File: src/bud_axi_pkg.sv
package bud_axi_pkg;

   // ----------------------------------------
   // Lite bus widths
   // ----------------------------------------
   localparam int LITE_ADDR_W = 32;
   localparam int LITE_DATA_W = 32;
   localparam int LITE_STRB_W = LITE_DATA_W / 8;

   // Byte address as seen on the host register bus
   typedef logic [LITE_ADDR_W-1:0] lite_addr_t;

   // Register data, one 32-bit half of a memory word
   typedef logic [LITE_DATA_W-1:0] lite_data_t;

   // One strobe per data byte
   typedef logic [LITE_STRB_W-1:0] lite_strb_t;

   // ----------------------------------------
   // Response codes
   // ----------------------------------------
   typedef enum logic [1:0]
   {
      OKAY   = 2'b00,
      SLVERR = 2'b10
   } resp_t;

   // ----------------------------------------
   // Bridge FSM
   // ----------------------------------------
   typedef enum logic [2:0]
   {
      IDLE,
      MEM_WRITE,
      MEM_READ,
      WRITE_RESP,
      READ_RESP
   } bridge_state_t;

endpackage

File: src/bud_map_pkg.sv
package bud_map_pkg;

   // ----------------------------------------
   // Memory geometry
   // ----------------------------------------
   localparam int MEM_WORD_W  = 64;
   localparam int MEM_STRB_W  = MEM_WORD_W / 8;
   localparam int MEM_DEPTH   = 1024;
   localparam int MEM_INDEX_W = $clog2(MEM_DEPTH);

   // Word index into the block RAM
   typedef logic [MEM_INDEX_W-1:0] mem_index_t;

   // One full RAM word, two Lite lanes wide
   typedef logic [MEM_WORD_W-1:0] mem_word_t;

   // Byte strobes for a full word
   typedef logic [MEM_STRB_W-1:0] mem_strb_t;

   // ----------------------------------------
   // Host address map
   // ----------------------------------------
   // RAM window starts at byte zero
   localparam int MEM_BYTES = MEM_DEPTH * MEM_STRB_W;

   // Read-only status register just past the RAM
   localparam logic [31:0] VERSION_ADDR = 32'h0000_2000;

   // Design version returned by the status register
   localparam logic [31:0] BUD_VERSION = 32'hEEEE_EE00;

endpackage

File: src/axil_to_axi_bridge.sv
module axil_to_axi_bridge
(
   input  logic                    clk_main_a0,
   input  logic                    rst_main_n,

   // Lite write address
   input  logic                    awvalid,
   input  bud_axi_pkg::lite_addr_t awaddr,
   output logic                    awready,

   // Lite write data
   input  logic                    wvalid,
   input  bud_axi_pkg::lite_data_t wdata,
   input  bud_axi_pkg::lite_strb_t wstrb,
   output logic                    wready,

   // Lite write response
   output logic                    bvalid,
   output bud_axi_pkg::resp_t      bresp,
   input  logic                    bready,

   // Lite read address
   input  logic                    arvalid,
   input  bud_axi_pkg::lite_addr_t araddr,
   output logic                    arready,

   // Lite read data
   output logic                    rvalid,
   output bud_axi_pkg::lite_data_t rdata,
   output bud_axi_pkg::resp_t      rresp,
   input  logic                    rready,

   // Memory write channels
   output logic                    mem_awvalid,
   output bud_map_pkg::mem_index_t mem_awindex,
   input  logic                    mem_awready,
   output logic                    mem_wvalid,
   output bud_map_pkg::mem_word_t  mem_wdata,
   output bud_map_pkg::mem_strb_t  mem_wstrb,
   input  logic                    mem_wready,
   input  logic                    mem_bvalid,
   output logic                    mem_bready,

   // Memory read channels
   output logic                    mem_arvalid,
   output bud_map_pkg::mem_index_t mem_arindex,
   input  logic                    mem_arready,
   input  logic                    mem_rvalid,
   input  bud_map_pkg::mem_word_t  mem_rdata,
   output logic                    mem_rready
);

   import bud_axi_pkg::*;
   import bud_map_pkg::*;

   bridge_state_t state;

   // Memory request still waiting for its handshake
   logic          mem_req_q;

   logic          upper_q;
   mem_index_t    index_q;
   mem_word_t     wdata_q;
   mem_strb_t     wstrb_q;
   resp_t         resp_q;
   lite_data_t    rdata_q;

   logic          wr_accept;
   logic          rd_accept;
   logic          wr_in_mem;
   logic          rd_in_mem;
   logic          rd_is_version;
   logic          mem_wr_fire;
   logic          mem_rd_fire;
   logic          mem_wr_done;
   logic          mem_rd_done;

   // ----------------------------------------
   // Lite acceptance and decode
   // ----------------------------------------
   // Readies follow the RAM, so nothing is taken during the scrub
   assign wr_accept = (state == IDLE) && awvalid && wvalid && mem_awready;

   // A write that is only half presented still blocks reads
   assign rd_accept = (state == IDLE) && arvalid && !awvalid && !wvalid && mem_arready;

   assign awready = wr_accept;
   assign wready  = wr_accept;
   assign arready = rd_accept;

   assign wr_in_mem     = awaddr < lite_addr_t'(MEM_BYTES);
   assign rd_in_mem     = araddr < lite_addr_t'(MEM_BYTES);
   assign rd_is_version = araddr == VERSION_ADDR;

   // ----------------------------------------
   // Memory port
   // ----------------------------------------
   assign mem_awvalid = (state == MEM_WRITE) && mem_req_q;
   assign mem_wvalid  = mem_awvalid;
   assign mem_awindex = index_q;
   assign mem_wdata   = wdata_q;
   assign mem_wstrb   = wstrb_q;
   assign mem_bready  = (state == MEM_WRITE) && !mem_req_q;

   assign mem_arvalid = (state == MEM_READ) && mem_req_q;
   assign mem_arindex = index_q;
   assign mem_rready  = (state == MEM_READ) && !mem_req_q;

   assign mem_wr_fire = mem_awvalid && mem_awready && mem_wready;
   assign mem_rd_fire = mem_arvalid && mem_arready;
   assign mem_wr_done = mem_bvalid && mem_bready;
   assign mem_rd_done = mem_rvalid && mem_rready;

   // Lite responses come straight from the FSM and payload registers
   assign bvalid = state == WRITE_RESP;
   assign rvalid = state == READ_RESP;
   assign bresp  = resp_q;
   assign rresp  = resp_q;
   assign rdata  = rdata_q;

   // ----------------------------------------
   // FSM
   // ----------------------------------------
   always_ff @(posedge clk_main_a0)
   begin
      if (!rst_main_n)
      begin
         state     <= IDLE;
         mem_req_q <= 1'b0;
      end
      else
      begin
         case (state)
            IDLE:
            begin
               // Decoded errors and the version read skip the RAM
               if (wr_accept)
               begin
                  state     <= wr_in_mem ? MEM_WRITE : WRITE_RESP;
                  mem_req_q <= wr_in_mem;
               end
               else if (rd_accept)
               begin
                  state     <= rd_in_mem ? MEM_READ : READ_RESP;
                  mem_req_q <= rd_in_mem;
               end
            end
            MEM_WRITE:
            begin
               if (mem_wr_fire)
                  mem_req_q <= 1'b0;
               if (mem_wr_done)
                  state <= WRITE_RESP;
            end
            MEM_READ:
            begin
               if (mem_rd_fire)
                  mem_req_q <= 1'b0;
               if (mem_rd_done)
                  state <= READ_RESP;
            end
            WRITE_RESP:
            begin
               if (bready)
                  state <= IDLE;
            end
            READ_RESP:
            begin
               if (rready)
                  state <= IDLE;
            end
            default:
            begin
               state <= IDLE;
            end
         endcase
      end
   end

   // ----------------------------------------
   // Request and response payload
   // ----------------------------------------
   always_ff @(posedge clk_main_a0)
   begin
      if (wr_accept)
      begin
         index_q <= mem_index_t'(awaddr >> 3);
         // Data goes on both lanes, strobes pick the live one
         wdata_q <= {wdata, wdata};
         wstrb_q <= awaddr[2] ? {wstrb, lite_strb_t'(0)} : {lite_strb_t'(0), wstrb};
         resp_q  <= wr_in_mem ? OKAY : SLVERR;
      end
      else if (rd_accept)
      begin
         index_q <= mem_index_t'(araddr >> 3);
         upper_q <= araddr[2];
         resp_q  <= (rd_in_mem || rd_is_version) ? OKAY : SLVERR;
         rdata_q <= rd_is_version ? BUD_VERSION : '0;
      end
      else if (mem_rd_done)
      begin
         rdata_q <= upper_q ? mem_rdata[63:32] : mem_rdata[31:0];
      end
   end

endmodule

File: config.mk
export PLATFORM = sky130hd
export DESIGN_NAME = axil_to_axi_bridge
export DESIGN_NICKNAME = d
export VERILOG_FILES = /design/src/bud_axi_pkg.sv /design/src/bud_map_pkg.sv /design/src/axil_to_axi_bridge.sv
export SDC_FILE = /design/constraint.sdc
export NUM_CORES = 1
export LEC_CHECK = 0
export ABC_AREA = 1
export BUFFER_PORTS_ARGS = -buffer_cell sky130_fd_sc_hd__clkbuf_2
export CORE_AREA = 8 8 115 117
export CTS_CLUSTER_DIAMETER = 150
export CTS_CLUSTER_SIZE = 30
export DETAILED_ROUTE_END_ITERATION = 8
export DIE_AREA = 0 0 123 125
export PLACE_DENSITY = 0.75
export REMOVE_ABC_BUFFERS = 1
export SYNTH_ARGS = -nofsm -noshare
export SYNTH_HDL_FRONTEND = slang
export SYNTH_SLANG_ARGS = --single-unit
File: constraint.sdc
create_clock -name clk_main_a0 -period 3.9 [get_ports clk_main_a0]
set_clock_uncertainty 0.15 [all_clocks]
set_input_delay 0.585 -clock clk_main_a0 [delete_from_list [all_inputs] [get_ports clk_main_a0]]
set_output_delay 0.585 -clock clk_main_a0 [all_outputs]
set_load 0.01 [all_outputs]
==> run_results.csv <==
group,metric,value,unit
worst_setup_path,r2r_cells,6,
worst_setup_path,critPathRequiredTime,3160,ps
worst_hold_path,whs_path_depth,1,
place,place_hpwl,11.2,mm
worst_setup_path,reg2reg_to,"rdata[26]",
drt,avgRoutedWirePerCell,16.5,um
sta,worst_slack,1530,ps
place,portBuffers,309,
sta,drv_slew,0,
clock_tree,cts_resized,0,
sta,rsz0062_at_grt,"false",
job,maxCapViolCount,0,
worst_hold_path,worstHoldStart,"wdata[15]",
logic_synthesis,yosysSeqAreaShare,61.5,%
die,start_util,36.5,%
power,power_density,481,nW/um^2
die,num_rows,40,
worst_setup_path,r2r_start,"state[1]",
cells_and_area,area_delta_synth_final,39.3,%
clock_tree,clkSinkCount,88,
logic_synthesis,avgSynthCellArea,10.3,sq um
cells_and_area,diodes,0,
sta,worst_pin_slew,1010,ps
sta,tns,0,ps
sta,fin_crit_sh,60.7,%
logic_synthesis,synth-seq-cells,88,
drt,postRouteAntennaNets,0,
worst_setup_path,cp.arrival,1630,ps
drt,drt_iter0_markers,228,
clock_tree,root_buffer,"clkbuf_16",
clock_tree,postCtsSetupRepairBufs,0,
power,total_leakage_power,2.91,nW
status,status,"finished clean",
clock_tree,clock_latency,330,ps
sta,hold_violations,0,
sta,slew_headroom,32.7,%
die,die_width,123,um
die,boundaryPins,314,
clock_tree,cts_buffer_depth,2,
clock_tree,cts.hold.buffers_added,0,
sta,finalWorstPathRequiredPeriod,2370,ps
logic_synthesis,synth_area,4230,sq um
drt,dr.pass1.iters,4,
global_route,grt_pass1_wl,20.3,mm
clock_tree,htreeDepth,3,
worst_setup_path,slowest_delay,380,ps
cells_and_area,drive_above_1_share,49.9,%
global_route,grt_max_degree,42,
cells_and_area,num-nets-final,852,
cells_and_area,finalInstanceArea,5890,sq um
drt,drc,0,
logic_synthesis,synth_edf_count,84,
worst_setup_path,end_kind,"primary output",
place,postPlaceCellArea,5570,sq um
drt,routed_wl,13.6,mm
worst_setup_path,cp-start-kind,"flop",
cells_and_area,finalNonFillerCells,828,
worst_hold_path,hold_end,"mem_wdata[47]",
clock_tree,clk_pin_slew_worst_paths,70,ps
worst_hold_path,min_path_type,"in -> reg",
die,die_h,125,um
worst_setup_path,path_class,"reg -> out",
logic_synthesis,ys_warn_count,0,
clock_tree,cts_made_buffers,9,
logic_synthesis,yosysUniqueCellTypes,30,
place,place_congestion,0.832,
worst_setup_path,crit_family,"simple AND/OR/NAND/NOR gates",
clock_tree,cts_tree,"built",
logic_synthesis,async_reset_ff_share,0,%
global_route,grt_antenna_before_repair,0,
worst_setup_path,path_cells,"nor2_4 -> nand2_4 -> nor2_4 -> clkbuf_2",
die,die_area,15400,sq um
sta,holdWs,268,ps
worst_setup_path,crit_top_cell,"nor2_4",
worst_setup_path,path_buf_inv,1,
global_route,grt_usage,16.9,%
place,placed_cells,812,
worst_setup_path,crit_slowest_cell,"nor2_4",
worst_setup_path,rrSetupSlack,1740,ps
worst_setup_path,path_max_fanout,16,
drt,vias_per_cell,4.51,
power,vdd_drop_max,0.195,mV
sta,fmax,422,MHz
die,core,11600,sq um
place,dp_slack,1460,ps
sta,setup_viol,0,
global_route,grt_pass1_vias,3831,
logic_synthesis,synth_ff_type,"edfxtp_1",
logic_synthesis,syn_inst,411,
drt,via_count,3732,
cells_and_area,mostFrequentLayoutCells,"clkbuf_2 (309), edfxtp_1 (84), nand2_1 (78)",
cells_and_area,mostFrequentLayoutCell,"clkbuf_2",
global_route,overflow,0,
## flip-flops by register name, indices dropped and copies added, names as in the netlist
| name | cells |
|---|---|
| state | 3 |
| rdata | 32 |
| mem_wdata | 32 |
| mem_req_q | 1 |
| upper_q | 1 |
| mem_arindex | 10 |
| bresp | 1 |
| mem_wstrb | 8 |
## cells by family (layout without fill, tap and decap cells)
family / after synthesis / count (layout) / share of synthesized area [%]
compound gates: 44 / 44 / 6.33
buf+inv: 93 / 362 / 13.1
flops: 88 / 88 / 61.5
other cells: 1 / 2 / 0.0886
simple gates: 185 / 185 / 19.0
## layout make-up
type / count / area, sq um
Clock inverter: 6 / 97.6
Fill cell: 1092 / 5720
Tap cell: 147 / 184
Clock buffer: 10 / 229
Multi-Input combinational cell: 231 / 1080
Timing Repair Buffer: 313 / 1580
Sequential cell: 88 / 2600
Inverter: 33 / 126
## cells in the mapped netlist (2+ instances only)
library cell	count	area [sq um]
a21oi_1	16	80.1
buf_4	48	360
buf_6	3	33.8
clkbuf_1	8	30.0
dfxtp_1	4	80.1
edfxtp_1	84	2520
inv_1	29	109
inv_2	3	11.3
nand2_1	78	293
nand2_4	2	22.5
nand3_1	12	60.1
nand3b_1	3	22.5
nand4_1	4	25.0
nor2_1	76	285
nor2_4	2	22.5
o21ai_0	8	40.0
o31ai_1	18	135
## worst max path at each step
stage	from	to	slack, ps	cells past startpoint
6_report	state[1]	arready	1530	4
4_1_cts	state[1]	arready	1490	4
5_1_grt	state[1]	arready	1420	4
3_3_place_gp	wvalid	rdata[26]	1460	7
2_1_floorplan	wvalid	rdata[0]	1210	5
3_5_place_dp	wvalid	rdata[17]	1460	7
## worst reg2reg max path: cells and delay by family (launching register included)
family / cells / cell delay, ps
buffers and inverters: 2 / 480
flip-flops: 1 / 370
AND/OR/NAND/NOR: 4 / 780
## stage by stage
step | utilization (%) | power, W
2_1_floorplan | - | 0.00160
3_3_place_gp | 48.0 | 0.00190
3_5_place_dp | 48.0 | 0.00192
4_1_cts | 50.8 | 0.00287
5_1_grt | 50.8 | 0.00297
6_report | 50.8 | 0.00284
## power by group
part | total (W) | leakage, nW | switching [W] | internal [W]
clock network | 0.000950 | 0.160 | 0.000376 | 0.000573
registers | 0.00125 | 0.799 | 0.0000671 | 0.00118
logic | 0.000637 | 1.95 | 0.000394 | 0.000243
total | 0.00284 | 2.91 | 0.000837 | 0.00200
## metal layers
metal	vias to the layer above	wire length (um)	GRT usage (%)
li1	1854	-	-
met2	169	7010	29.6
met3	9	1270	5.13
met1	1700	5220	19.1
met5	-	0	0
met4	0	133	4.96
(Power assumes the default switching activity.)
